<file path="src/design/rvCorePkg.sv">
package rvCorePkg;

    localparam int XLEN = 64;
    localparam int NUM_REGS = 32;

    localparam logic [11:0] CSR_MTVEC = 12'h305;
    localparam logic [11:0] CSR_MSCRATCH = 12'h340;
    localparam logic [11:0] CSR_MEPC = 12'h341;

    localparam logic [6:0] OPC_OP = 7'b0110011;
    localparam logic [6:0] OPC_OP_IMM = 7'b0010011;
    localparam logic [6:0] OPC_LUI = 7'b0110111;
    localparam logic [6:0] OPC_JAL = 7'b1101111;
    localparam logic [6:0] OPC_SYSTEM = 7'b1110011;

    typedef logic [XLEN-1:0] u64;
    typedef logic [11:0] u12;
    typedef logic [4:0] u5;

    typedef enum logic [2:0] {
        OP_ALU_R,
        OP_ALU_I,
        OP_LUI,
        OP_JAL,
        OP_CSRRW,
        OP_ILLEGAL
    } opKind_e;

    typedef enum logic [2:0] {
        ALU_ADD,
        ALU_SUB,
        ALU_AND,
        ALU_OR,
        ALU_XOR
    } aluOp_e;

    function automatic u64 immI(input logic [31:0] instr);
        return {{52{instr[31]}}, instr[31:20]};
    endfunction

    function automatic u64 immU(input logic [31:0] instr);
        return {{32{instr[31]}}, instr[31:12], 12'b0};
    endfunction

    function automatic u64 immJ(input logic [31:0] instr);
        return {{44{instr[31]}}, instr[19:12], instr[20], instr[30:21], 1'b0};
    endfunction

    // only these three addresses hold state.
    function automatic logic csrImplemented(input u12 addr);
        return addr == CSR_MTVEC || addr == CSR_MSCRATCH || addr == CSR_MEPC;
    endfunction

endpackage

</file>
<file path="src/design/csrFile.sv">
`timescale 1ns/1ns

module csrFile (
    input  logic          clk,
    input  logic          rst,
    input  rvCorePkg::u12 csrRdAddr,
    output rvCorePkg::u64 csrRdData,
    input  logic          csrWbEn,
    input  rvCorePkg::u12 csrAddr,
    input  rvCorePkg::u64 csrValue
);
    import rvCorePkg::*;

    u64 mtvec;
    u64 mscratch;
    u64 mepc;

    always_comb begin
        case (csrRdAddr)
            CSR_MTVEC: csrRdData = mtvec;
            CSR_MSCRATCH: csrRdData = mscratch;
            CSR_MEPC: csrRdData = mepc;
            default: csrRdData = '0; // unimplemented reads zero.
        endcase
    end

    always_ff @(posedge clk or posedge rst) begin
        if (rst) begin
            mtvec <= '0;
            mscratch <= '0;
            mepc <= '0;
        end else if (csrWbEn) begin
            if (csrAddr == CSR_MTVEC) mtvec <= csrValue;
            if (csrAddr == CSR_MSCRATCH) mscratch <= csrValue;
            if (csrAddr == CSR_MEPC) mepc <= csrValue;
        end
    end

endmodule

</file>
<file path="config.mk">
export PLATFORM = sky130hd
export DESIGN_NAME = csrFile
export DESIGN_NICKNAME = d
export VERILOG_FILES = /design/src/design/rvCorePkg.sv /design/src/design/csrFile.sv
export SDC_FILE = /design/constraint.sdc
export NUM_CORES = 1
export LEC_CHECK = 0
export BUFFER_PORTS_ARGS = -buffer_cell sky130_fd_sc_hd__buf_2
export CAP_MARGIN = 20
export CORE_ASPECT_RATIO = 0.9
export CORE_MARGIN = 8
export CORE_UTILIZATION = 40
export DETAILED_ROUTE_END_ITERATION = 6
export HOLD_SLACK_MARGIN = 0.05
export PLACE_DENSITY = 0.67
export SYNTH_ARGS = -nofsm -noshare
export SYNTH_HDL_FRONTEND = slang
export SYNTH_SLANG_ARGS = --single-unit
</file>
<file path="constraint.sdc">
create_clock -name clk -period 11.6 [get_ports clk]
set_input_delay 2.32 -clock clk [delete_from_list [all_inputs] [get_ports clk]]
set_output_delay 2.32 -clock clk [all_outputs]
set_load 0.02 [all_outputs]
</file>
==> impl_results.md <==
* Root buf cell: clkbuf_16
* Worst-Skew Late Latency at approximately 0.42 ns
* CTS Hold Bufs at 0
* Register bit total from synthesis at ~190
* PortBufs at 154
* Antenna violations before repair at 3
* Run status: finished clean
* Post-synth EDFFs at 0
* Mapped Area at 8975 µm²
* Startpoint Class: primary input
* CP required at 9.28 ns
* Post-route ant nets at 0
* Synth warn at 0
* Largest net degree at the start of global routing at 130
* Average instance area after synthesis at about 14 µm²
* Power Density at 123.6 nW/µm²
* Max-cap violations at 0
* Lkg Pwr at 5.410 nW
* # IOs at between 150 and 200
* Hold crit path type: flop to flop
* Hpwl dp at 12440 µm
* Min Clock Period, post-route at 7.379 ns
* Total Power at 1.289 mW
* Vias per cell at 5.335
* Placed Instance Area at approximately 9800 µm²
* Total GRT Usage at 15.57%
* Cells after Synth at 648
* Bufs and invs on worst path at 4
* Fin nets at 866
* Ratio of cells with drive above 1 in the final layout at a little over two fifths
* # Post-CTS Setup Buffers at 0
* Unrepaired setup endpoints after global routing: no
* CTS resizes at 0
* Asr flop ratio synth at 100.0%
* N_diodes at 0
* Delay-heaviest family, CP: buffers and inverters
* Setup-failing EPs final at 0
* DIE AREA at 27490 µm²
* Filler cell count at 2023
* Routed WL at 20950 µm
* Fin. max-slew vios at 0
* Top FF cell, synth: dfrtp_1
* Row count at 52
* Setup CP Type: primary input to primary output
* CP max stage cell: nor2b_4
* Vias in the first global route at approximately 6.3k
* Synth top area cells: dfrtp_1 (54%), mux2_4 (10%), mux2_2 (8.5%)
* Initial core utilization at 40.33%
* Post-Syn Nets at 739
* Commonest non-fill, non-tap cell in the layout: dfrtp_1
* Transition time of the tightest slew-check pin at 1.019 ns
* TritonCTS clock tree: yes
* Drc violations at 0
* Core area at about 22000 µm²
* Placer Congestion at 0.6926
* Final instance area at 10430 µm²
* Worst path max stage delay at around 0.70 ns
* CTS Buf Count at 17
* Maximum vdd drop at 0.07144 mV
* Layout Cells excl Fill at 1085
* Seq/Total Area, Yosys at a little over half
* First-pass GRT wire length at 34580 µm
* CP Cell Sequence: buf_2 -> nor2b_4 -> buf_4 -> nor2b_4 -> buf_4 -> a22oi_1 -> nor2_1 -> buf_2
* DIE HEIGHT at 158.1 µm
* Placed cells at around 1.1k
* Final period util at 63.61%
* Most frequent cells in the layout: dfrtp_1 (192), buf_2 (154), mux2_2 (68)
* Clk slew on worst S/H paths at 0.07 ns
* # H-tree levels at 4
* Max Clock Skew at 0 ns
* TNS Setup at 0 ns
* Layout area overhead at 16.21%
* Post-synth cell types at 25
* Data arrival time of the worst path at 5.06 ns
* Fmax at 135.5 MHz
* Vias at 5788
* Post-DR wirelength/cell at 19.31 µm
* Synth area leader: dfrtp_1
* Critical-path maximum fanout at 65
* Sinks on Clock Net at 192
* Clock Path Buffers at 2
* Top cell type's share of synthesized area at between 50 and 60%
* Crit end category: primary output
* Gr ovfl total at 0
* Fin. Hold Viols at 0
* DR pass1 iterations at 6
* Die Wd at 173.9 µm
* Slew Limit Headroom at 32.05%
* Initial DRC Count at 396
==> routing by layer <==
metal	up-vias	global-route usage, %	routed length, µm
met5	-	0	35
met4	6	3.863	138
met3	16	3.958	843
met2	110	26.05	10130
met1	3008	19.96	9801
li1	2648	-	-
==> path summary, 6_finish.rpt <==
path / from / to / cells after the start / slack (ns)
worst min register to register: mepc[52] / mepc[52] / 1 / 0.49
worst min-delay path: mepc[52] / mepc[52] / 1 / 0.49
worst max register to register: mepc[22] / mepc[22] / 1 / 10.78
max in group asynchronous: rst / mepc[9] / 3 / 8.12
min in group asynchronous: rst / mscratch[38] / 2 / 2.06
worst max-delay path: csrRdAddr[6] / csrRdData[55] / 8 / 4.22
==> power breakdown <==
part	switching [mW]	total, mW	internal (mW)
Combinational	0.0426	0.0603	0.0177
Clock	0.274	0.556	0.282
Sequential	0.00148	0.673	0.672
==> stage by stage <==
step                      util, %  worst slack, ns  hold WS [ns]
final                       46.87            4.221        0.4862
after global routing        46.87            4.026        0.5010
after CTS                   46.75            4.190        0.4912
after detailed placement    44.26            4.189        0.4757
after global placement      44.26            4.217        0.4676
after floorplan                 -            4.053        0.4590
==> layout make-up <==
type | count | area, µm² | area share [%]
Sequential cell | 192 | 4805 | 46.07
Multi-Input combinational cell | 400 | 3830 | 36.72
Timing Repair Buffer | 163 | 858.3 | 8.229
Clock buffer | 17 | 425.4 | 4.079
Tap cell | 297 | 371.6 | 3.563
Clock inverter | 15 | 128.9 | 1.236
Inverter | 1 | 11.26 | 0.1080
==> registers in the layout, summed over array words and instances (netlist names) <==
register  count
mepc         64
mtvec        64
mscratch     64
==> synth_stat cells, types with 2 or more instances <==
cell and count:
dfrtp_1 192, nor2b_1 3, buf_1 7, a22o_1 64, nand2_1 2, buf_6 8, mux2_4 60, buf_12 6
buf_2 6, mux2_2 68, clkbuf_1 28, a22oi_1 64, nor2_1 65, mux2_1 64
==> kinds of logic after synthesis <==
kind of cell | Yosys count | synth area share, %
buffers and inverters | 56 | 4.182
AOI/OAI and AO/OA | 128 | 11.60
and+or+nand+nor | 80 | 4.085
muxes | 192 | 26.60
DFF | 192 | 53.53
Note: power is estimated with default switching activity, not from simulation.
