==> config.mk <==
export PLATFORM = sky130hd
export DESIGN_NAME = regFile
export DESIGN_NICKNAME = d
export VERILOG_FILES = /design/src/design/rvCorePkg.sv /design/src/design/regFile.sv
export SDC_FILE = /design/constraint.sdc
export NUM_CORES = 2
export LEC_CHECK = 0
export BUFFER_PORTS_ARGS = -buffer_cell sky130_fd_sc_hd__buf_2
export CORE_AREA = 10 10 357 705
export DETAILED_ROUTE_END_ITERATION = 10
export DIE_AREA = 0 0 367 715
export PLACE_DENSITY_LB_ADDON = 0.25
export SYNTH_ARGS = -nofsm -noshare
export SYNTH_HDL_FRONTEND = slang
export SYNTH_SLANG_ARGS = --single-unit
==> constraint.sdc <==
create_clock -name clk -period 69.7 [get_ports clk]
set_input_delay 0 -clock clk [delete_from_list [all_inputs] [get_ports clk]]
set_output_delay 0 -clock clk [all_outputs]
set_load 0.02 [all_outputs]
==> src/design/rvCorePkg.sv <==
package rvCorePkg;

    localparam int XLEN = 64;
    localparam int NUM_REGS = 32;

    localparam logic [11:0] CSR_MTVEC = 12'h305;
    localparam logic [11:0] CSR_MSCRATCH = 12'h340;
    localparam logic [11:0] CSR_MEPC = 12'h341;

    localparam logic [6:0] OPC_OP = 7'b0110011;
    localparam logic [6:0] OPC_OP_IMM = 7'b0010011;
    localparam logic [6:0] OPC_LUI = 7'b0110111;
    localparam logic [6:0] OPC_JAL = 7'b1101111;
    localparam logic [6:0] OPC_SYSTEM = 7'b1110011;

    typedef logic [XLEN-1:0] u64;
    typedef logic [11:0] u12;
    typedef logic [4:0] u5;

    typedef enum logic [2:0] {
        OP_ALU_R,
        OP_ALU_I,
        OP_LUI,
        OP_JAL,
        OP_CSRRW,
        OP_ILLEGAL
    } opKind_e;

    typedef enum logic [2:0] {
        ALU_ADD,
        ALU_SUB,
        ALU_AND,
        ALU_OR,
        ALU_XOR
    } aluOp_e;

    function automatic u64 immI(input logic [31:0] instr);
        return {{52{instr[31]}}, instr[31:20]};
    endfunction

    function automatic u64 immU(input logic [31:0] instr);
        return {{32{instr[31]}}, instr[31:12], 12'b0};
    endfunction

    function automatic u64 immJ(input logic [31:0] instr);
        return {{44{instr[31]}}, instr[19:12], instr[20], instr[30:21], 1'b0};
    endfunction

    // only these three addresses hold state.
    function automatic logic csrImplemented(input u12 addr);
        return addr == CSR_MTVEC || addr == CSR_MSCRATCH || addr == CSR_MEPC;
    endfunction

endpackage

==> src/design/regFile.sv <==
`timescale 1ns/1ns

module regFile (
    input  logic          clk,
    input  logic          rst,
    input  rvCorePkg::u5  rs1,
    input  rvCorePkg::u5  rs2,
    output rvCorePkg::u64 rs1Data,
    output rvCorePkg::u64 rs2Data,
    input  logic          wbEn,
    input  rvCorePkg::u5  wd,
    input  rvCorePkg::u64 wbData
);
    import rvCorePkg::*;

    u64 regs [NUM_REGS];

    assign rs1Data = (rs1 == 5'd0) ? '0 : regs[rs1];
    assign rs2Data = (rs2 == 5'd0) ? '0 : regs[rs2];

    always_ff @(posedge clk or posedge rst) begin
        if (rst) begin
            for (int i = 0; i < NUM_REGS; i++) begin
                regs[i] <= '0;
            end
        end else if (wbEn && wd != 5'd0) begin
            regs[wd] <= wbData; // x0 never written.
        end
    end

endmodule

==> flow_metrics.py <==
metrics = {
    "floorplanning": {
        "die_w_microns": 367,
        "start_util_pct": 44.78,
        "die-area_sq_um": 262400,
        "num_rows": 255,
        "coreArea_sq_um": 240600,
        "die_y_microns": 715,
        "io-pin-count": 210,
    },
    "final_layout": {
        "area_growth_syn_to_layout_pct": 9.557,
        "final_common_cell": "dfrtp_1",
        "final_cell_mix": "dfrtp_1, mux2_2, mux4_2, mux2i_1, buf_2",
        "largest_reg_flops": 2048,
        "drive_gt1_share_pct": 58.33,
        "fillerInstances": 20496,
        "regMostFlops": "regs",
        "largestRegisters": "regs: 2048 flops",
        "final_nets": 6556,
        "final_core_util_pct": 49.06,
    },
    "power": {
        "p_leak_nw": 51.36,
        "p_per_area_nw_per_um2": 28.86,
        "vdd_drop_max_mv": 0.01799,
    },
    "clocking": {
        "cts.sinks": 2048,
        "tritoncts": "yes",
        "cts_setup_buffers": 0,
        "htree_levels": 4,
        "ctsResizeCount": 0,
        "hold_buffers": 72,
        "clk_latency_ps": 860,
        "clk_path_buf_depth": 4,
        "cts_root_buf": "clkbuf_16",
        "clk_pin_slew_ps": 70,
        "cts_made_buffers": 189,
    },
    "critical_path": {
        "critPathCaptureType": "async pin",
        "required_ps": 70550,
        "start_kind": "primary input",
        "r2r-start": "regs[168]",
        "path_cells": "dlygate4sd3_1, buf_2, dlygate4sd3_1, inv_8, buf_4, buf_12, buf_4, buf_4, buf_4, buf_4",
        "worstSetupPathType": "primary input to async pin",
        "critical-path-slowest-cell": "buf_4",
        "cp_max_fo": 162,
        "critPathLaunch": "rst",
        "crit_path_max_incr_delay_ps": 920,
        "cp.arrival_ps": 7130,
        "crit_top_cell": "buf_4",
    },
    "placement": {
        "dp_slack_ps": 63520,
        "routabilityCongestion": 0.7918,
        "numPortBuffers": 209,
        "dp_hpwl_microns": 199200,
    },
    "sta": {
        "finalSetupViolCount": 0,
        "drv_slew": 0,
        "rsz0062_at_grt": "false",
        "post-route-period-util_pct": 9.002,
        "fin_skew_ps": 0,
        "setup_tns_ps": 0,
        "final.setup.worst_slack_ps": 63430,
        "timing.final.hold_violations": 0,
        "min_period_ps": 6274,
        "tightestPinTransition_ps": 1361,
        "fmax_mhz": 159.4,
        "relSlewSlack_pct": 9.273,
    },
    "yosys": {
        "synthTopCellsByArea": "dfrtp_1, mux4_2, mux2_2",
        "synth_area_sq_um": 107700,
        "synth_top_family_by_area": "multiplexers",
        "yosysSeqAreaShare_pct": 47.57,
        "yosys.area_share.simple_pct": 0.6155,
        "synth_enable_flop_cells": 0,
        "synthAdderAreaFrac_pct": 0,
        "ys_types": 48,
        "synth.net_count": 6708,
        "synthCells": 6626,
        "synthXorXnorAreaFrac_pct": 0,
        "avgSynthCellArea_sq_um": 16.26,
        "synth_top_cell_by_area": "dfrtp_1",
        "ys.flop_type": "dfrtp_1",
        "ys_ff_latch": 2048,
        "async_flop_share_pct": 100.0,
        "yosysTopAreaCellShare_pct": 47.57,
        "synth-compound-area-share_pct": 1.759,
        "synthMuxAreaShare_pct": 46.95,
        "yosys_warnings": 0,
    },
    "grt": {
        "grtUsageTotal_pct": 26.17,
        "grt_overflow": 0,
        "antenna_found_initial": 38,
        "grt_max_degree": 165,
        "grt_pass1_vias": 70635,
        "grt_pass1_wl_microns": 505700,
    },
    "routing": {
        "wl_per_cell_microns": 35.36,
        "vias_per_cell": 6.590,
        "dr.pass1.iters": 7,
        "ant_nets": 0,
        "wl_microns": 347600,
        "dr.first_iter.drc_count": 5486,
        "drc": 0,
        "dr_total_vias": 64784,
    },
    "hold_path": {
        "worstHoldStart": "wbData[24]",
        "hold_path.class": "primary input to flop",
    },
    "run": {
        "maxCapViolations": 0,
    },
    "outcome": {
        "status": "completed",
    },
}
[synth_stat cells (17+ instances only)]
cell / number
a21o_1: 96
buf_1: 49
buf_2: 217
buf_4: 17
clkbuf_1: 491
dfrtp_1: 2048
mux2_2: 2014
mux2i_1: 261
mux4_2: 1123
nand2_1: 31
nor2_1: 17
o22ai_1: 119
[routing by layer]
layer | up-vias | part of all wire (%) | track usage (%)
li1 | 25447 | - | -
met1 | 36274 | 39 | 32.79
met2 | 2307 | 51 | 45.59
met3 | 738 | 5.2 | 3.633
met4 | 18 | 4.4 | 10.41
met5 | - | 0.037 | 0
[power by group]
group / switching, W / total (W) / internal (W) / leakage [nW]
clock network: 0.000481 / 0.00108 / 0.000599 / 3.04
registers: 0.000166 / 0.00158 / 0.00141 / 26.3
logic: 0.000301 / 0.000746 / 0.000445 / 22.1
total: 0.000948 / 0.00341 / 0.00246 / 51.4
[final timing paths]
check / endpoint / slack [ps] / cells after the start
setup / recovery: regs[335] / 63430 / 10
hold / removal: regs[536] / 300 / 3
setup reg to reg: regs[168] / 68870 / 1
hold reg to reg: regs[2028] / 380 / 0
max in group clk: rs1Data[31] / 64490 / 9
min in group asynchronous: regs[2039] / 390 / 4
[final cells by class]
cell class                      count  area [sq um]  share of cell area, %
Clock buffer                      266          5473                  4.637
Inverter                            4         35.03                0.02968
Multi-Input combinational cell   3792         53420                  45.26
Sequential cell                  2048         51250                  43.42
Timing Repair Buffer              439          3102                  2.628
Clock inverter                     62         719.4                 0.6095
Antenna cell                        7         17.52                0.01484
Tap cell                         3212          4019                  3.405
[worst max-delay path: cells and delay by family]
family | cells | cell delay, ps
buf+inv | 10 | 6600
[metrics by stage]
stage / instances / instance area [sq um] / hold slack, ps / power (W)
after floorplan: 6626 / 107700 / 151.7 / 0.002138
after global placement: 9423 / 111100 / 149.4 / 0.002305
after detailed placement: 9423 / 111100 / 162.6 / 0.002347
after CTS: 9823 / 118000 / 259.8 / 0.003427
after global routing: 9824 / 118000 / 338.0 / 0.003540
final: 9830 / 118000 / 297.1 / 0.003406
[logic make-up (layout without fill, tap and decap cells)]
group	count (synthesis)	after routing
simple gates	125	125
buf+inv	786	771
mux	3398	3398
other cells	0	7
compound gates	269	269
flops	2048	2048
(Power assumes the default switching activity.)
