### src/design/rvCorePkg.sv
package rvCorePkg;

    localparam int XLEN = 64;
    localparam int NUM_REGS = 32;

    localparam logic [11:0] CSR_MTVEC = 12'h305;
    localparam logic [11:0] CSR_MSCRATCH = 12'h340;
    localparam logic [11:0] CSR_MEPC = 12'h341;

    localparam logic [6:0] OPC_OP = 7'b0110011;
    localparam logic [6:0] OPC_OP_IMM = 7'b0010011;
    localparam logic [6:0] OPC_LUI = 7'b0110111;
    localparam logic [6:0] OPC_JAL = 7'b1101111;
    localparam logic [6:0] OPC_SYSTEM = 7'b1110011;

    typedef logic [XLEN-1:0] u64;
    typedef logic [11:0] u12;
    typedef logic [4:0] u5;

    typedef enum logic [2:0] {
        OP_ALU_R,
        OP_ALU_I,
        OP_LUI,
        OP_JAL,
        OP_CSRRW,
        OP_ILLEGAL
    } opKind_e;

    typedef enum logic [2:0] {
        ALU_ADD,
        ALU_SUB,
        ALU_AND,
        ALU_OR,
        ALU_XOR
    } aluOp_e;

    function automatic u64 immI(input logic [31:0] instr);
        return {{52{instr[31]}}, instr[31:20]};
    endfunction

    function automatic u64 immU(input logic [31:0] instr);
        return {{32{instr[31]}}, instr[31:12], 12'b0};
    endfunction

    function automatic u64 immJ(input logic [31:0] instr);
        return {{44{instr[31]}}, instr[19:12], instr[20], instr[30:21], 1'b0};
    endfunction

    // only these three addresses hold state.
    function automatic logic csrImplemented(input u12 addr);
        return addr == CSR_MTVEC || addr == CSR_MSCRATCH || addr == CSR_MEPC;
    endfunction

endpackage

### src/design/writebackStage.sv
`timescale 1ns/1ns

module writebackStage (
    input  logic               clk,
    input  logic               rst,
    input  logic               exValid,
    input  rvCorePkg::opKind_e exKind,
    input  rvCorePkg::u5       exRd,
    input  rvCorePkg::u64      exResult,
    input  rvCorePkg::u12      exCsrAddr,
    input  rvCorePkg::u64      exCsrData,
    input  logic [31:0]        exInstr,
    input  rvCorePkg::u64      exInstrAddr,
    output logic               wbEn,
    output rvCorePkg::u5       wd,
    output rvCorePkg::u64      wbData,
    output logic               csrWbEn,
    output rvCorePkg::u12      csrAddr,
    output rvCorePkg::u64      csrValue,
    output logic               commitValid,
    output logic               commitWb,
    output logic               commitIllegal,
    output rvCorePkg::u5       commitRd,
    output rvCorePkg::u64      commitData,
    output logic [31:0]        commitInstr,
    output rvCorePkg::u64      commitAddr
);
    import rvCorePkg::*;

    logic isIllegal;

    assign isIllegal = exValid && exKind == OP_ILLEGAL;

    // storage picks these up on the next edge.
    assign wbEn = exValid && exKind != OP_ILLEGAL && exRd != 5'd0;
    assign wd = exRd;
    assign wbData = exResult;

    assign csrWbEn = exValid && exKind == OP_CSRRW;
    assign csrAddr = exCsrAddr;
    assign csrValue = exCsrData;

    always_ff @(posedge clk or posedge rst) begin
        if (rst) begin
            commitValid <= 1'b0;
            commitWb <= 1'b0;
            commitIllegal <= 1'b0;
        end else begin
            commitValid <= exValid;
            commitWb <= wbEn;
            commitIllegal <= isIllegal;
        end
    end

    always_ff @(posedge clk) begin
        commitRd <= exRd;
        commitData <= wbEn ? exResult : '0; // zero when nothing is written.
        commitInstr <= exInstr;
        commitAddr <= exInstrAddr;
    end

endmodule

### config.mk
export PLATFORM = sky130hd
export DESIGN_NAME = writebackStage
export DESIGN_NICKNAME = d
export VERILOG_FILES = /design/src/design/rvCorePkg.sv /design/src/design/writebackStage.sv
export SDC_FILE = /design/constraint.sdc
export NUM_CORES = 1
export LEC_CHECK = 0
export BUFFER_PORTS_ARGS = -buffer_cell sky130_fd_sc_hd__buf_2
export CORE_AREA = 3 3 219 221
export DETAILED_ROUTE_END_ITERATION = 12
export DIE_AREA = 0 0 222 224
export REMOVE_ABC_BUFFERS = 1
export SLEW_MARGIN = 10
export SYNTH_ARGS = -nofsm -noshare
export SYNTH_HDL_FRONTEND = slang
export SYNTH_SLANG_ARGS = --single-unit
### constraint.sdc
create_clock -name clk -period 1.7 [get_ports clk]
set_clock_uncertainty 0.2 [all_clocks]
set_input_delay 0.255 -clock clk [delete_from_list [all_inputs] [get_ports clk]]
set_output_delay 0.255 -clock clk [all_outputs]
set_load 0.01 [all_outputs]
==> summary.md <==
| Metric | Value |
|---|---|
| Outcome | complete, no violations |
| Hpwl dp | 23.3 mm |
| Slowest stage delay, CP | 0.38 ns |
| Avg Vias per Cell | about 3.3 |
| Detail Route Antenna Nets | 0 |
| Ports | approximately 560 |
| Initial Utilization | 12.3% |
| H-tree Lvls | 4 |
| Setup Viol. Count Final | 0 |
| # resized after CTS | 0 |
| Yosys warning total | 0 |
| Gr ovfl total | 0 |
| Most frequent CP cell | buf_2 |
| Avg Inst Size Synth | 11.9 sq um |
| WL per Instance | 19.4 microns |
| Max-slew violations | 0 |
| Synth Cell Area | about 0.0057 sq mm |
| Port buffer count | 409 |
| Share of cells above drive strength 1 | a little over half |
| Inserted Clock Buffers | 17 |
| Initial antenna violation count | 1 |
| VDD IR-drop max | 0.659 mV |
| Top cells by area, synth | dfxtp_1, buf_4, a211oi_2 |
| Layout area overhead | 71.4% |
| Worst hold path class | primary input to flip-flop |
| CP max FO | 8 |
| GPL Wtd Cong | 0.735 |
| Kind of launch point of the worst setup path | primary input |
| Chip Height | 224 microns |
| Family with the most delay on the worst path | buffers and inverters |
| Vias in the first global route | about 5300 |
| Area post-placement | between 0.007 and 0.008 sq mm |
| Post-synth top flop | dfxtp_1 |
| Synth cell types | 15 |
| Clk slew on worst S/H paths | 0.07 ns |
| DRC | 0 |
| Most frequent cell after synthesis | dfxtp_1 |
| Die ar. | 0.0497 sq mm |
| Root Driver | clkbuf_16 |
| Power density over the cells | 994 mW/mm^2 |
| Core box area | 0.0464 sq mm |
| Post-layout net count | between 1000 and 1500 |
| Hold Violations, Final | 0 |
| EDFF count, synth | 0 |
| # Max-Cap Violations | 0 |
| Max_slew headroom | 72.9% |
| Tot Pwr | 9.71 mW |
| Synth async-reset ratio | under 10% |
| Gr usage total | 11.8% |
| Buf+Inv Stages, Crit Path | 3 |
| CTS tree | built |
| Synthesized flop and latch total | 168 |
| Synth top area share | 58.0% |
| Fin crit share | 95.4% |
| Crit path arrival time | 1.17 ns |
| Routed wire length | 29.9 mm |
| Final worst slack | 0.0784 ns |
| DR vias | 5093 |
| Min Hold Slack | 0.0621 ns |
| Placed insts | 1332 |
| Setup repair after global routing missed its margin | false |
| Sink Count | 168 |
| Synth cell count leaders | dfxtp_1, buf_4, nand2_1, a211oi_2, a211oi_1 |
| Crit path cell chain | buf_2 -> nor4_4 -> buf_12 -> a211oi_2 -> buf_2 |
| Largest net degree at the start of global routing | 43 |
| Initial drt markers | 133 |
| Post-Syn Instances | approximately 480 |
| Crit path kind | primary input to output port |
| Clock Path Buffers | 2 |
| Row count | 79 |
| Slowest cell on the critical path | nor4_4 |
| Chip width | approximately 220 microns |
| Seq/Total Area, Yosys | 59.3% |
| First-pass GRT wire length | 40.0 mm |
| Setup Slack @ Placement | 0.0194 ns |
| Worst-margin pin slew | 0.406 ns |
| Fmax achieved | roughly 620 MHz |
| Largest area contributor in the netlist | dfxtp_1 |
| DRT Pass-1 Iters | 4 |
| Minimum clock period after layout | roughly 1.6 ns |
| Worst Path Required | 1.24 ns |
| Layout Cells excl Fill | 1543 |
| CP endpoint kind | output port |
| Pleak | 4.55 nW |
| Post-route cell area | approximately 0.0098 sq mm |
## worst min-delay path, cell delays in order
cell      delay [ns]
buf_2           0.13
buf_12          0.17
nand2_1         0.09
a211oi_2        0.04
## flip-flops by register name (all words and copies together), names as in the netlist
register / count
commitAddr: 64
commitData: 64
commitInstr: 32
commitRd: 5
commitIllegal: 1
commitValid: 1
commitWb: 1
## where the power goes
part	internal, mW	switching (mW)	leakage (nW)	total, mW
Sequential	4.16	0.0581	1.42	4.21
Combinational	0.695	0.662	2.83	1.36
Clock	2.35	1.79	0.303	4.14
## worst paths after layout
path                         start                   endpoint  slack (ns)  cells past startpoint
max                        exRd[4]                       wbEn        0.08                      5
min                        exValid  commitData[26]$_SDFF_PN0_        0.06                      4
max in group asynchronous      rst      commitValid$_DFF_PP0_        0.56                      4
min in group asynchronous      rst         commitWb$_DFF_PP0_        0.58                      4
## stage by stage
stage	TNS (ns)	utilization, %
after CTS	0	21.0
after detailed placement	0	15.9
after global routing	0	21.1
final	0	21.1
after global placement	0	15.9
after floorplan	-246.06	-
## placed cells by master, fill, tap and decap left out
cell type / synthesis / routed
dfxtp_1: 165 / 165
nor4b_1: 1 / 1
clkbuf_1: 9 / 1
buf_12: 0 / 5
bufinv_16: 0 / 3
inv_6: 0 / 7
diode_2: 0 / 2
inv_2: 1 / 1
and4b_1: 1 / 1
a211oi_1: 15 / 15
nand2_1: 64 / 64
and3b_4: 0 / 1
a211oi_2: 50 / 50
buf_2: 6 / 409
clkbuf_16: 0 / 17
dlygate4sd3_1: 0 / 173
dfrtp_1: 3 / 3
clkinv_4: 0 / 2
inv_1: 2 / 1
buf_4: 148 / 11
inv_8: 0 / 1
clkinv_2: 0 / 2
nor4_4: 0 / 1
## repair_timing
item                                    CTS  global route
hold buffers                            173             0
setup buffers                             0             4
endpoints found under the setup margin    0             1
endpoints found under the hold margin   171             0
## metal layers
metal / GRT usage [%] / part of all wire [%] / up-vias
met1: 11.5 / 36 / 2294
met3: 11.5 / 20 / 33
met2: 16.6 / 41 / 444
met5: 5.69 / 1.4 / -
met4: 4.81 / 1.9 / 8
li1: - / - / 2314
## area by class of cell
cell class                      instances  area, sq um
Fill cell                            4954        36600
Timing Repair Buffer                  598         3960
Sequential cell                       168         3380
Multi-Input combinational cell        133         1030
Tap cell                              607          759
Clock buffer                           18          429
Clock inverter                         14          185
Inverter                                3         12.5
Antenna cell                            2         5.00
## kinds of logic after synthesis
| group | synth area share [%] |
|---|---|
| DFF | 59.3 |
| buffers and inverters | 22.8 |
| and+or+nand+nor | 4.92 |
| AOI/OAI and AO/OA | 13.0 |
Power figures use the tool's default switching activity.
