==> src/design/rvCorePkg.sv <==
package rvCorePkg;

    localparam int XLEN = 64;
    localparam int NUM_REGS = 32;

    localparam logic [11:0] CSR_MTVEC = 12'h305;
    localparam logic [11:0] CSR_MSCRATCH = 12'h340;
    localparam logic [11:0] CSR_MEPC = 12'h341;

    localparam logic [6:0] OPC_OP = 7'b0110011;
    localparam logic [6:0] OPC_OP_IMM = 7'b0010011;
    localparam logic [6:0] OPC_LUI = 7'b0110111;
    localparam logic [6:0] OPC_JAL = 7'b1101111;
    localparam logic [6:0] OPC_SYSTEM = 7'b1110011;

    typedef logic [XLEN-1:0] u64;
    typedef logic [11:0] u12;
    typedef logic [4:0] u5;

    typedef enum logic [2:0] {
        OP_ALU_R,
        OP_ALU_I,
        OP_LUI,
        OP_JAL,
        OP_CSRRW,
        OP_ILLEGAL
    } opKind_e;

    typedef enum logic [2:0] {
        ALU_ADD,
        ALU_SUB,
        ALU_AND,
        ALU_OR,
        ALU_XOR
    } aluOp_e;

    function automatic u64 immI(input logic [31:0] instr);
        return {{52{instr[31]}}, instr[31:20]};
    endfunction

    function automatic u64 immU(input logic [31:0] instr);
        return {{32{instr[31]}}, instr[31:12], 12'b0};
    endfunction

    function automatic u64 immJ(input logic [31:0] instr);
        return {{44{instr[31]}}, instr[19:12], instr[20], instr[30:21], 1'b0};
    endfunction

    // only these three addresses hold state.
    function automatic logic csrImplemented(input u12 addr);
        return addr == CSR_MTVEC || addr == CSR_MSCRATCH || addr == CSR_MEPC;
    endfunction

endpackage

==> src/design/decodeStage.sv <==
`timescale 1ns/1ns

module decodeStage (
    input  logic               clk,
    input  logic               rst,
    input  logic               instrValid,
    input  logic [31:0]        instr,
    input  rvCorePkg::u64      instrAddr,
    output logic               decValid,
    output rvCorePkg::opKind_e decKind,
    output rvCorePkg::aluOp_e  decAluOp,
    output rvCorePkg::u5       decRd,
    output rvCorePkg::u5       decRs1,
    output rvCorePkg::u5       decRs2,
    output rvCorePkg::u64      decImm,
    output rvCorePkg::u12      decCsrAddr,
    output logic [31:0]        decInstr,
    output rvCorePkg::u64      decInstrAddr
);
    import rvCorePkg::*;

    opKind_e kind;
    aluOp_e aluOp;
    u64 imm;
    logic [6:0] opcode;
    logic [2:0] funct3;
    logic [6:0] funct7;

    assign opcode = instr[6:0];
    assign funct3 = instr[14:12];
    assign funct7 = instr[31:25];

    always_comb begin
        kind = OP_ILLEGAL;
        aluOp = ALU_ADD;
        imm = '0;
        case (opcode)
            OPC_OP: begin
                kind = OP_ALU_R;
                if (funct3 == 3'b000 && funct7 == 7'b0100000) begin
                    aluOp = ALU_SUB;
                end else if (funct7 != 7'b0000000) begin
                    kind = OP_ILLEGAL;
                end else begin
                    case (funct3)
                        3'b000: aluOp = ALU_ADD;
                        3'b100: aluOp = ALU_XOR;
                        3'b110: aluOp = ALU_OR;
                        3'b111: aluOp = ALU_AND;
                        default: kind = OP_ILLEGAL; // shifts and compares.
                    endcase
                end
            end
            OPC_OP_IMM: begin
                if (funct3 == 3'b000) begin
                    kind = OP_ALU_I; // addi only.
                    imm = immI(instr);
                end
            end
            OPC_LUI: begin
                kind = OP_LUI;
                imm = immU(instr);
            end
            OPC_JAL: begin
                kind = OP_JAL;
                imm = immJ(instr); // carried along, no redirect.
            end
            OPC_SYSTEM: begin
                if (funct3 == 3'b001) begin
                    kind = OP_CSRRW;
                end
            end
            default: kind = OP_ILLEGAL;
        endcase
    end

    always_ff @(posedge clk or posedge rst) begin
        if (rst) begin
            decValid <= 1'b0;
        end else begin
            decValid <= instrValid;
        end
    end

    always_ff @(posedge clk) begin
        decKind <= kind;
        decAluOp <= aluOp;
        decRd <= instr[11:7]; // x0 kept, writeback drops it.
        decRs1 <= instr[19:15];
        decRs2 <= instr[24:20];
        decImm <= imm;
        decCsrAddr <= instr[31:20];
        decInstr <= instr;
        decInstrAddr <= instrAddr;
    end

endmodule

==> config.mk <==
export PLATFORM = sky130hd
export DESIGN_NAME = decodeStage
export DESIGN_NICKNAME = d
export VERILOG_FILES = /design/src/design/rvCorePkg.sv /design/src/design/decodeStage.sv
export SDC_FILE = /design/constraint.sdc
export NUM_CORES = 1
export LEC_CHECK = 0
export BUFFER_PORTS_ARGS = -buffer_cell sky130_fd_sc_hd__buf_2
export CORE_AREA = 2 2 114 116
export CTS_BUF_LIST = sky130_fd_sc_hd__clkbuf_4 sky130_fd_sc_hd__clkbuf_8 sky130_fd_sc_hd__clkbuf_16
export CTS_CLUSTER_DIAMETER = 30
export DETAILED_ROUTE_END_ITERATION = 6
export DIE_AREA = 0 0 116 118
export PLACE_DENSITY = 0.74
export SETUP_SLACK_MARGIN = 0.05
export SLEW_MARGIN = 20
export SYNTH_ARGS = -nofsm -noshare
export SYNTH_HDL_FRONTEND = slang
export SYNTH_SLANG_ARGS = --single-unit
export TNS_END_PERCENT = 5
==> constraint.sdc <==
create_clock -name clk -period 2.32 [get_ports clk]
set_clock_uncertainty 0.15 [all_clocks]
set_input_delay 0.232 -clock clk [delete_from_list [all_inputs] [get_ports clk]]
set_output_delay 0.232 -clock clk [all_outputs]
set_load 0.02 [all_outputs]
==> qor_table.md, run 1 <==
| Step | Quantity | Value |
| --- | --- | --- |
| run status | Result of the run | finished, final reports clean |
| logic synthesis | Cell type with the largest total area after synthesis | sky130_fd_sc_hd__dfxtp_1 |
| floorplan | Top-Level Pins | 293 |
| place | Port bufs | 292 |
| global route | Number of antenna violations at the first check in global routing | 0 |
| pwr | Power per cell area | 906 mW/mm^2 |
| pwr | Pleak | 3.40 nW |
| floorplan | # rows | 41 |
| routing | Detail-routed via count per cell | 3.92 |
| clock network | Root Driver | sky130_fd_sc_hd__clkbuf_16 |
| worst setup path | Path type of the worst setup path | primary input to flip-flop |
| logic synthesis | Number of instances in the synthesized netlist | 277 |
| sta | Least setup slack across all paths after layout | 0.233 ns |
| sta | Min Tclk post-route | 2.09 ns |
| pwr | Combinational share of power | 9.4% |
| sta | Final hold violations | 0 |
| logic synthesis | Post-Synthesis Mean Instance Area | 13.1 sq um |
| worst setup path | Largest driver fanout on the critical path | 10 |
| clock network | Number of buffers inserted to repair setup after CTS | 0 |
| worst setup path | Largest delay contributor family on the critical path | simple AND/OR/NAND/NOR gates |
| pwr | VDD IR-drop max | 0.793 mV |
| clock network | Clock transition at the registers of the reported paths | 0.06 ns |
| place | HPWL after DPL | 7690 um |
| flow run | Max capacitance violation total | 0 |
| worst setup path | Cell with the largest stage delay on the worst path | sky130_fd_sc_hd__or4_1 |
| place | Worst setup timing slack at the placement stage | 0.334 ns |
| routing | Number of vias after detailed routing | 3179 |
| logic synthesis | Total of warnings raised by yosys | 0 |
| floorplan | Die span in y | 118 um |
| worst setup path | Element type at the critical path end | flip-flop |
| pwr | Internal power consumption | 0.00452 W |
| logic synthesis | Sequential share of the synthesized area | 74.9% |
| logic synthesis | Post-synth EDFFs | 0 |
| floorplan | Initial core utilization | 29.1% |
| cells and area | Total inserted antenna cells | 0 |
| logic synthesis | Compound-cell area share of the yosys netlist | 3.53% |
| floorplan | Die area | 0.0137 sq mm |
| pwr | Sequential share of power | 41.7% |
| logic synthesis | Adder-cell area share of the yosys netlist | 0% |
| sta | Worst Max-Slew Pin Slew | 0.811 ns |
| logic synthesis | Area share of xor/xnor cells in the synthesized design | 0% |
| worst setup path | Startpoint types | primary input |
| logic synthesis | Number of nets in the synthesized netlist | 376 |
| logic synthesis | Netlist Area Pre-Place | 0.00362 sq mm |
| pwr | Total Power | 0.00586 W |
| floorplan | Placeable core region | 0.0124 sq mm |
| sta | Share of the cycle needed by the critical path after routing | 90.0% |
| pwr | Net switching fraction of the power | 22.8% |
| pwr | Reported net switching power | 0.00134 W |
| pwr | Clock group share of total power | 48.9% |
| place | Last weighted congestion value of the routability-driven placer | 0.743 |
| global route | Pin count of the biggest net entering global routing | 34 |
| global route | Number of global-route vias before repair | 3261 |
| min path | Hold crit path type | primary input to async pin |
| logic synthesis | Flop and latch count out of synthesis | 135 |
| routing | DRC | 0 |
| routing | DRC marker count from the first detailed-route iteration | 105 |
| clock network | Maximum buffer depth of the clock tree | 2 |
| global route | Total gr overflow | 0 |
| clock network | TritonCTS buffer count | 17 |
| sta | Maximum frequency from static timing analysis | 0.479 GHz |
| cells and area | Share of post-route cells with drive strength above 1 | 51.4% |
| cells and area | Most common library cell in the layout ignoring fill and taps | sky130_fd_sc_hd__buf_2 |
| logic synthesis | Basic-gate share of the synthesized area counting and, or, nand and nor cells | 8.54% |
| routing | Antenna violation net count after detailed routing | 0 |
| logic synthesis | Largest family of logic cells by synthesized area | buffers and inverters |
| worst setup path | Critical Path, Cell by Cell | dlygate4sd3_1 -> buf_2 -> or4_1 -> nor4_4 -> nor2_1 -> nor2b_1 |
| logic synthesis | Cells taking the most area after synthesis | sky130_fd_sc_hd__dfxtp_1 (74%), sky130_fd_sc_hd__buf_4 (12%), sky130_fd_sc_hd__nand2_1 (2.6%) |
| routing | First drt pass iteration count | 4 |
| sta | Unrepaired setup endpoints after global routing | no |
| global route | Total Routing Usage GR | 17.7% |
| worst setup path | Max incr delay on CP | 0.59 ns |
| clock network | Clock tree sinks | 135 |
| worst setup path | Buffers plus inverters on the worst setup path | 2 |
| worst setup path | CP required | 2.51 ns |
| sta | Setup Total Neg Slack | 0 ns |
| cells and area | Top library cells by usage in the layout, fill and taps aside | sky130_fd_sc_hd__buf_2 (292), sky130_fd_sc_hd__dfxtp_1 (134), sky130_fd_sc_hd__dlygate4sd3_1 (98) |
| cells and area | Area growth, synth to finish | 78.8% |
| logic synthesis | Post-synth top area share | 74.2% |
| routing | Avg WL per Cell | 15.0 um |
| sta | Count of final max-slew check failures | 0 |
| worst setup path | Critical path arrival | 2.27 ns |
| sta | Final setup vio count | 0 |
| logic synthesis | Multiplexer fraction of the synthesized cell area | 0% |
| cells and area | Count of nets after finishing | 724 |
| floorplan | Die boundary width | 116 um |
| logic synthesis | Flip-flop cell with the highest count after synthesis | sky130_fd_sc_hd__dfxtp_1 |
| logic synthesis | Async set-or-reset flop fraction in the synthesized netlist | 0.741% |
| clock network | H-tree Lvls | 4 |
| logic synthesis | Count of unique library cells instantiated by Yosys | 26 |
| global route | Wire length of the first global-routing pass | 17600 um |
| sta | Worst slew slack as a fraction of its limit | 45.7% |
| worst setup path | Path length in cells of the critical path | 6 |
| routing | Total Wirelength | 12200 um |
| clock network | TritonCTS clock tree | yes |
[cell families after synthesis]
kind of cell	after synthesis
DFF	135
AOI/OAI and AO/OA	18
buffers and inverters	66
and+or+nand+nor	58
[cell usage after synthesis (2+ instances only)]
cell type	count
sky130_fd_sc_hd__buf_4	60
sky130_fd_sc_hd__clkbuf_1	3
sky130_fd_sc_hd__and2_1	3
sky130_fd_sc_hd__a21o_1	11
sky130_fd_sc_hd__nand4_1	2
sky130_fd_sc_hd__nor3_1	2
sky130_fd_sc_hd__dfxtp_1	134
sky130_fd_sc_hd__nor2b_1	11
sky130_fd_sc_hd__inv_1	3
sky130_fd_sc_hd__nor2_1	6
sky130_fd_sc_hd__a21oi_1	3
sky130_fd_sc_hd__nand2_1	25
[routing by layer]
| layer | global-route usage [%] | wire length [um] | vias to the layer above |
|---|---|---|---|
| li1 | - | - | 1524 |
| met5 | 0 | 0 | - |
| met2 | 32.0 | 6530 | 164 |
| met1 | 17.4 | 4460 | 1463 |
| met3 | 6.54 | 826 | 28 |
| met4 | 8.85 | 361 | 0 |
[worst max path at each step]
stage,startpoint,endpoint,slack [ns]
floorplan,instr[5],decImm[12]$_DFF_P_,0.74
global placement,instr[5],decImm[17]$_DFF_P_,0.37
detailed placement,instr[5],decImm[14]$_DFF_P_,0.33
CTS,instr[5],decImm[14]$_DFF_P_,0.21
global route,instr[5],decImm[25]$_DFF_P_,0.10
finish,instr[5],decImm[9]$_DFF_P_,0.23
[registers in the layout (all words and copies together) (netlist names)]
register,cells
decValid,1
decInstrAddr,64
decAluOp,3
decCsrAddr,1
decInstr,31
decKind,3
decImm,32
[through the flow]
stage | instance area [sq um] | utilization [%] | hold slack (ns) | instances
2_1_floorplan | 3620 | - | -0.189 | 277
3_3_place_gp | 4850 | 39.0 | -0.0844 | 680
3_5_place_dp | 4850 | 39.0 | -0.0831 | 680
4_1_cts | 6470 | 52.1 | 0.0283 | 810
5_1_grt | 6470 | 52.1 | 0.0617 | 810
6_report | 6470 | 52.1 | 0.0553 | 810
[layout make-up]
| class | instances | area (sq um) |
|---|---|---|
| clock buffer | 19 | 447 |
| tap | 172 | 215 |
| fill | 1084 | 5950 |
| clock inverter | 13 | 193 |
| inverter | 3 | 11.3 |
| multi-input combinational | 76 | 438 |
| timing repair buffer | 392 | 2460 |
| sequential | 135 | 2710 |
[power groups by stage]
stage	clock network, W	registers (W)	logic (W)
6_report	0.00286	0.00245	0.000549
5_1_grt	0.00302	0.00245	0.000578
4_1_cts	0.00290	0.00244	0.000538
3_5_place_dp	0	0.00249	0.000407
3_3_place_gp	0	0.00249	0.000402
2_1_floorplan	0	0.00261	0.0000963
[what timing repair did]
| action | in CTS | in global routing |
|---|---|---|
| endpoints found under the hold margin | 133 | 0 |
| endpoints found under the setup margin | 0 | 9 |
| hold buffers | 98 | 0 |
| resized for setup | 0 | 1 |
No activity file was read; power rests on OpenSTA's default activity.
==> run 2: changes to the inputs <==
Settings changed: CORE_AREA 2 2 114 116 to 2 2 113 115, DIE_AREA 0 0 116 118 to 0 0 115 117, PLACE_DENSITY 0.74 to 0.75.
Clock period 2.32 ns to 2.2 ns, I/O delays scaled along.
==> run 2 against run 1 <==
  * Sequential share of layout area about the same
  * First-iteration DRC count up 30%
  * Final cell count is 2.5% lower
  * Via count up 0.47%
  * Core utilization increased by 0.46 points
  * Critical endpoint is now decAluOp[2]$_SDFF_PP0_
  * Non-clock buffer count increased by 2
  * Global-route usage is 1.0 points lower
==> qor_table.md, run 2 (synthesis gave the netlist of run 1 again) <==
| Step | Quantity | Value |
| --- | --- | --- |
| sta | Worst Max-Slew Pin Slew | 0.804 ns |
| pwr | Power per cell area | 968 mW/mm^2 |
| cells and area | Biggest regs | decInstrAddr (64), decImm (32), decInstr (31) |
| clock network | TritonCTS clock tree | yes |
| worst setup path | Path type of the worst setup path | primary input to flip-flop |
| pwr | VDD IR-drop max | 0.593 mV |
| sta | Least setup slack across all paths after layout | 0.178 ns |
| routing | DRC | 0 |
| floorplan | Initial core utilization | 29.4% |
| sta | Count of final max-slew check failures | 0 |
| place | HPWL after DPL | 7670 um |
| flow run | Max capacitance violation total | 0 |
| place | Port bufs | 292 |
| run status | Result of the run | finished, final reports clean |
| routing | Number of vias after detailed routing | 3194 |
| global route | Number of antenna violations at the first check in global routing | 1 |
| routing | DRC marker count from the first detailed-route iteration | 136 |
| worst setup path | CP required | 2.36 ns |
| sta | Share of the cycle needed by the critical path after routing | 91.9% |
| sta | Min Tclk post-route | 2.02 ns |
| cells and area | Most common library cell in the layout ignoring fill and taps | sky130_fd_sc_hd__buf_2 |
| clock network | Clock tree sinks | 135 |
| floorplan | Placeable core region | 0.0123 sq mm |
| pwr | Reported net switching power | 0.00141 W |
| global route | Wire length of the first global-routing pass | 16400 um |
| pwr | Sequential share of power | 41.2% |
| global route | Total gr overflow | 0 |
| floorplan | Die boundary width | 115 um |
| clock network | Maximum buffer depth of the clock tree | 2 |
| cells and area | Share of post-route cells with drive strength above 1 | 51.6% |
| floorplan | Die area | 0.0135 sq mm |
| place | Last weighted congestion value of the routability-driven placer | 0.742 |
| cells and area | Total inserted antenna cells | 0 |
| clock network | Number of buffers inserted to repair setup after CTS | 0 |
| floorplan | # rows | 41 |
| routing | First drt pass iteration count | 4 |
| cells and area | Count of nets after finishing | 726 |
| worst setup path | Startpoint types | primary input |
| sta | Worst slew slack as a fraction of its limit | 46.4% |
| routing | Avg WL per Cell | 15.0 um |
| min path | Hold crit path type | primary input to async pin |
| sta | Final setup vio count | 0 |
| global route | Total Routing Usage GR | 16.7% |
| cells and area | Post-route design area | 0.00647 sq mm |
| routing | Antenna violation net count after detailed routing | 0 |
| routing | Total Wirelength | 11800 um |
| sta | Final-layout worst hold slack | 0.0630 ns |
| global route | Number of global-route vias before repair | 3086 |
| clock network | TritonCTS buffer count | 17 |
| cells and area | Top library cells by usage in the layout, fill and taps aside | sky130_fd_sc_hd__buf_2 (292), sky130_fd_sc_hd__dfxtp_1 (134), sky130_fd_sc_hd__dlygate4sd3_1 (98) |
| pwr | Clock group share of total power | 49.6% |
| clock network | Root Driver | sky130_fd_sc_hd__clkbuf_16 |
| routing | Detail-routed via count per cell | 4.04 |
| place | Worst setup timing slack at the placement stage | 0.207 ns |
| clock network | Clock transition at the registers of the reported paths | 0.06 ns |
| pwr | Internal power consumption | 0.00485 W |
| worst setup path | Element type at the critical path end | flip-flop |
| sta | Final hold violations | 0 |
| worst setup path | Critical path arrival | 2.18 ns |
| floorplan | Die span in y | 117 um |
| pwr | Net switching fraction of the power | 22.5% |
| sta | Setup Total Neg Slack | 0 ns |
| pwr | Pleak | 3.41 nW |
| worst setup path | Largest driver fanout on the critical path | 4 |
| sta | Unrepaired setup endpoints after global routing | yes |
| clock network | H-tree Lvls | 4 |
| global route | Pin count of the biggest net entering global routing | 34 |
| pwr | Combinational share of power | 9.2% |
| cells and area | Register with the highest flop count | decInstrAddr |
| cells and area | Max FFs per register | 64 |
| floorplan | Top-Level Pins | 293 |
| place | Post-DP Area | 0.00483 sq mm |
| sta | Maximum frequency from static timing analysis | 0.495 GHz |
| cells and area | Area growth, synth to finish | 78.9% |
run 2: cell types whose count changed in the layout (fill, tap and decap cells not counted), sizes merged:
cell and delta:
buf +2, inv -1, clkbuf -1, bufinv +1, clkinv +1
run 2: stage by stage:
stage                     total power (W)  util, %  cells
after floorplan                   0.00286        -    277
after global placement            0.00305     39.3    660
after detailed placement          0.00306     39.3    660
after CTS                         0.00630     52.6    790
after global routing              0.00648     52.6    790
final                             0.00626     52.6    790
run 2: final cells by class:
class | count | area [sq um]
Multi-Input combinational cell | 76 | 438
Clock buffer | 18 | 433
Fill cell | 1034 | 5840
Tap cell | 150 | 188
Clock inverter | 14 | 223
Timing Repair Buffer | 394 | 2470
Inverter | 3 | 11.3
Sequential cell | 135 | 2710
run 2: power groups by stage:
stage               Combinational, W  Clock (W)  Sequential (W)
floorplan                   0.000102          0         0.00276
global placement            0.000427          0         0.00263
detailed placement          0.000430          0         0.00263
CTS                         0.000568    0.00316         0.00258
global route                0.000609    0.00328         0.00259
finish                      0.000577    0.00311         0.00258
run 2: what timing repair did:
item / 4_1_cts / 5_1_grt
hold buffers: 98 / 0
setup endpoints to repair: 0 / 16
hold endpoints to repair: 133 / 0
resized for setup: 0 / 1
run 2: worst max-delay path by stage:
stage,to,start
final,decAluOp[2]$_SDFF_PP0_,instr[6]
after global routing,decImm[20]$_DFF_P_,instr[5]
after CTS,decImm[17]$_DFF_P_,instr[5]
after detailed placement,decImm[17]$_DFF_P_,instr[5]
after global placement,decImm[19]$_DFF_P_,instr[5]
after floorplan,decImm[12]$_DFF_P_,instr[5]
run 2: layer usage:
metal / wire (um) / share of wire [%] / global-route usage, % / up-vias
li1: - / - / - / 1531
met1: 4380 / 37 / 17.2 / 1456
met2: 6380 / 54 / 29.9 / 173
met3: 759 / 6.4 / 6.64 / 32
met4: 293 / 2.5 / 7.79 / 2
met5: 14 / 0.12 / 0 / -
run 2: critical path, cell delays in order:
cell and delay [ns]:
sky130_fd_sc_hd__dlygate4sd3_1 0.54, sky130_fd_sc_hd__buf_2 0.15, sky130_fd_sc_hd__or3b_1 0.47, sky130_fd_sc_hd__nor3_1 0.29
sky130_fd_sc_hd__nand4_1 0.20, sky130_fd_sc_hd__nor4b_1 0.32
==> run 3: changes to the inputs <==
Clock period 2.2 ns to 2 ns, I/O delays scaled along.
==> run 3 against run 2 <==
  * Hold slack improved by 0.12 ns
  * Final cell count increased by 1.0%
  * Sequential cell count unchanged
  * Sequential share of layout area decreased by 0.081 points
  * Clock power hardly changed
  * Global-route usage decreased by 0.71 points
  * Cell area grew 0.19%
  * Count of clock-buffer cells in the layout is 1 lower
  * Via count down 1.4%
  * Power rose by 5.1%
  * Critical endpoint unchanged
==> qor_table.md, run 3 (synthesis gave the netlist of run 1 again) <==
| Step | Quantity | Value |
| --- | --- | --- |
| worst setup path | Max incr delay on CP | 0.52 ns |
| worst setup path | Critical path arrival | 2.01 ns |
| min path | Hold crit path type | primary input to flip-flop |
| clock network | Root Driver | sky130_fd_sc_hd__clkbuf_16 |
| floorplan | Top-Level Pins | 293 |
| pwr | Net switching fraction of the power | 25.6% |
| routing | First drt pass iteration count | 4 |
| routing | Total Wirelength | 11700 um |
| place | Cell total after placement | 667 |
| cells and area | Multi-input gate area | 443 sq um |
| pwr | Sequential share of power | 43.0% |
| cells and area | Count of nets after finishing | 734 |
| worst setup path | Buffers plus inverters on the worst setup path | 2 |
| routing | DRC | 0 |
| clock network | TritonCTS clock tree | yes |
| routing | Antenna violation net count after detailed routing | 0 |
| cells and area | Register with the highest flop count | decInstrAddr |
| sta | Min Tclk post-route | 1.85 ns |
| pwr | Clock group share of total power | 47.2% |
| pwr | Internal power consumption | 0.00490 W |
| clock network | Number of buffers inserted to repair setup after CTS | 0 |
| routing | DRC marker count from the first detailed-route iteration | 110 |
| global route | Pin count of the biggest net entering global routing | 34 |
| global route | Total gr overflow | 0 |
| sta | Final-layout worst hold slack | 0.186 ns |
| worst setup path | Cell with the largest stage delay on the worst path | sky130_fd_sc_hd__dlygate4sd3_1 |
| cells and area | Biggest regs | decInstrAddr (64), decImm (32), decInstr (31) |
| cells and area | Cell Count, Final, Fillers Out | 798 |
| worst setup path | Critical Path, Cell by Cell | dlygate4sd3_1 -> buf_2 -> or3b_1 -> nor3_2 -> nand4_1 -> nor4b_1 |
| clock network | Clock transition at the registers of the reported paths | 0.06 ns |
| clock network | H-tree Lvls | 4 |
| sta | Worst slew slack as a fraction of its limit | 49.0% |
| cells and area | Top library cells by usage in the layout, fill and taps aside | sky130_fd_sc_hd__buf_2 (292), sky130_fd_sc_hd__dfxtp_1 (134), sky130_fd_sc_hd__dlygate4sd3_1 (99) |
| cells and area | Fill cell total of the finished layout | 1045 |
| flow run | Max capacitance violation total | 0 |
| place | HPWL after DPL | 7790 um |
| cells and area | Most common library cell in the layout ignoring fill and taps | sky130_fd_sc_hd__buf_2 |
| pwr | Combinational share of power | 9.7% |
| cells and area | Final standard cell utilization of the core | 52.7% |
| cells and area | Max FFs per register | 64 |
| floorplan | # rows | 41 |
| floorplan | Die area | 0.0135 sq mm |
| run status | Result of the run | finished, final reports clean |
| sta | Maximum frequency from static timing analysis | 0.541 GHz |
| clock network | Maximum buffer depth of the clock tree | 2 |
| routing | Avg WL per Cell | 14.6 um |
| sta | Final setup vio count | 0 |
| place | Last weighted congestion value of the routability-driven placer | 0.750 |
| cells and area | Area occupied by registers | 0.00271 sq mm |
| worst setup path | Largest delay contributor family on the critical path | simple AND/OR/NAND/NOR gates |
| floorplan | Placeable core region | 0.0123 sq mm |
| cells and area | Area growth, synth to finish | 79.3% |
| worst setup path | CP required | 2.16 ns |
| floorplan | Initial core utilization | 29.4% |
| routing | Number of vias after detailed routing | 3150 |
| sta | Count of final max-slew check failures | 0 |
| sta | Setup Total Neg Slack | 0 ns |
| place | Port bufs | 292 |
| pwr | Power per cell area | 1020 mW/mm^2 |
| worst setup path | Largest driver fanout on the critical path | 4 |
| global route | Number of global-route vias before repair | 3098 |
| floorplan | Die span in y | 117 um |
| clock network | TritonCTS buffer count | 17 |
| worst setup path | Element type at the critical path end | flip-flop |
| cells and area | Share of post-route cells with drive strength above 1 | 52.2% |
| sta | Worst Max-Slew Pin Slew | 0.763 ns |
| clock network | Clock tree sinks | 135 |
| worst setup path | Path type of the worst setup path | primary input to flip-flop |
| pwr | VDD IR-drop max | 1.05 mV |
| routing | Detail-routed via count per cell | 3.95 |
| cells and area | Total inserted antenna cells | 0 |
| pwr | Total Power | 0.00658 W |
| sta | Unrepaired setup endpoints after global routing | yes |
| pwr | Reported net switching power | 0.00169 W |
| sta | Share of the cycle needed by the critical path after routing | 92.5% |
| worst setup path | Startpoint types | primary input |
| sta | Final hold violations | 0 |
| pwr | Pleak | 3.43 nW |
| global route | Total Routing Usage GR | 16.0% |
| floorplan | Die boundary width | 115 um |
| global route | Wire length of the first global-routing pass | 15900 um |
| global route | Number of antenna violations at the first check in global routing | 1 |
run 3: cell count changes in the layout (fill, tap and decap cells not counted), moves of 3 or more:
cell	change
sky130_fd_sc_hd__clkinv_4	-3
sky130_fd_sc_hd__bufinv_16	-4
sky130_fd_sc_hd__inv_8	+7
sky130_fd_sc_hd__buf_4	+7
run 3: final timing paths:
| path | start | endpoint | slack, ns | cells past startpoint |
|---|---|---|---|---|
| worst max-delay path | instr[4] | decAluOp[2]$_SDFF_PP0_ | 0.15 | 6 |
| worst min-delay path | instr[6] | decKind[1]$_DFF_P_ | 0.19 | 4 |
| max in group asynchronous | rst | decValid$_DFF_PP0_ | 1.02 | 4 |
| min in group asynchronous | rst | decValid$_DFF_PP0_ | 0.59 | 4 |
run 3: repair_timing:
item,4_1_cts,5_1_grt
endpoints found under the setup margin,0,13
gates resized for setup,0,3
hold endpoints to repair,133,0
hold buffers,99,0
run 3: final cells by class:
class	count	share of cell area, %
inverters	3	0.174
clock inverters	15	2.70
multi-input cells	76	6.83
clock buffers	17	6.56
repair buffers	402	39.1
well taps	150	2.89
flip-flops and latches	135	41.8
run 3: stage by stage:
| stage | cell area (sq um) | setup slack (ns) |
|---|---|---|
| 3_3_place_gp | 4890 | 0.150 |
| 5_1_grt | 6480 | 0.0422 |
| 2_1_floorplan | 3620 | 0.451 |
| 6_report | 6480 | 0.150 |
| 3_5_place_dp | 4890 | 0.131 |
| 4_1_cts | 6480 | 0.0759 |
run 3: power by group through the flow:
stage / combinational, W / clock [W] / sequential, W
global placement: 0.000476 / 0 / 0.00289
CTS: 0.000634 / 0.00317 / 0.00283
floorplan: 0.000112 / 0 / 0.00303
finish: 0.000642 / 0.00311 / 0.00283
detailed placement: 0.000480 / 0 / 0.00289
global route: 0.000678 / 0.00329 / 0.00284
run 3: routing by layer:
| metal | wire length (um) | vias to the layer above | part of all wire (%) | track usage (%) |
|---|---|---|---|---|
| li1 | - | 1544 | - | - |
| met1 | 4470 | 1428 | 38 | 17.5 |
| met2 | 6220 | 158 | 53 | 28.7 |
| met3 | 758 | 18 | 6.5 | 5.82 |
| met4 | 218 | 2 | 1.9 | 5.78 |
| met5 | 14 | - | 0.12 | 0 |
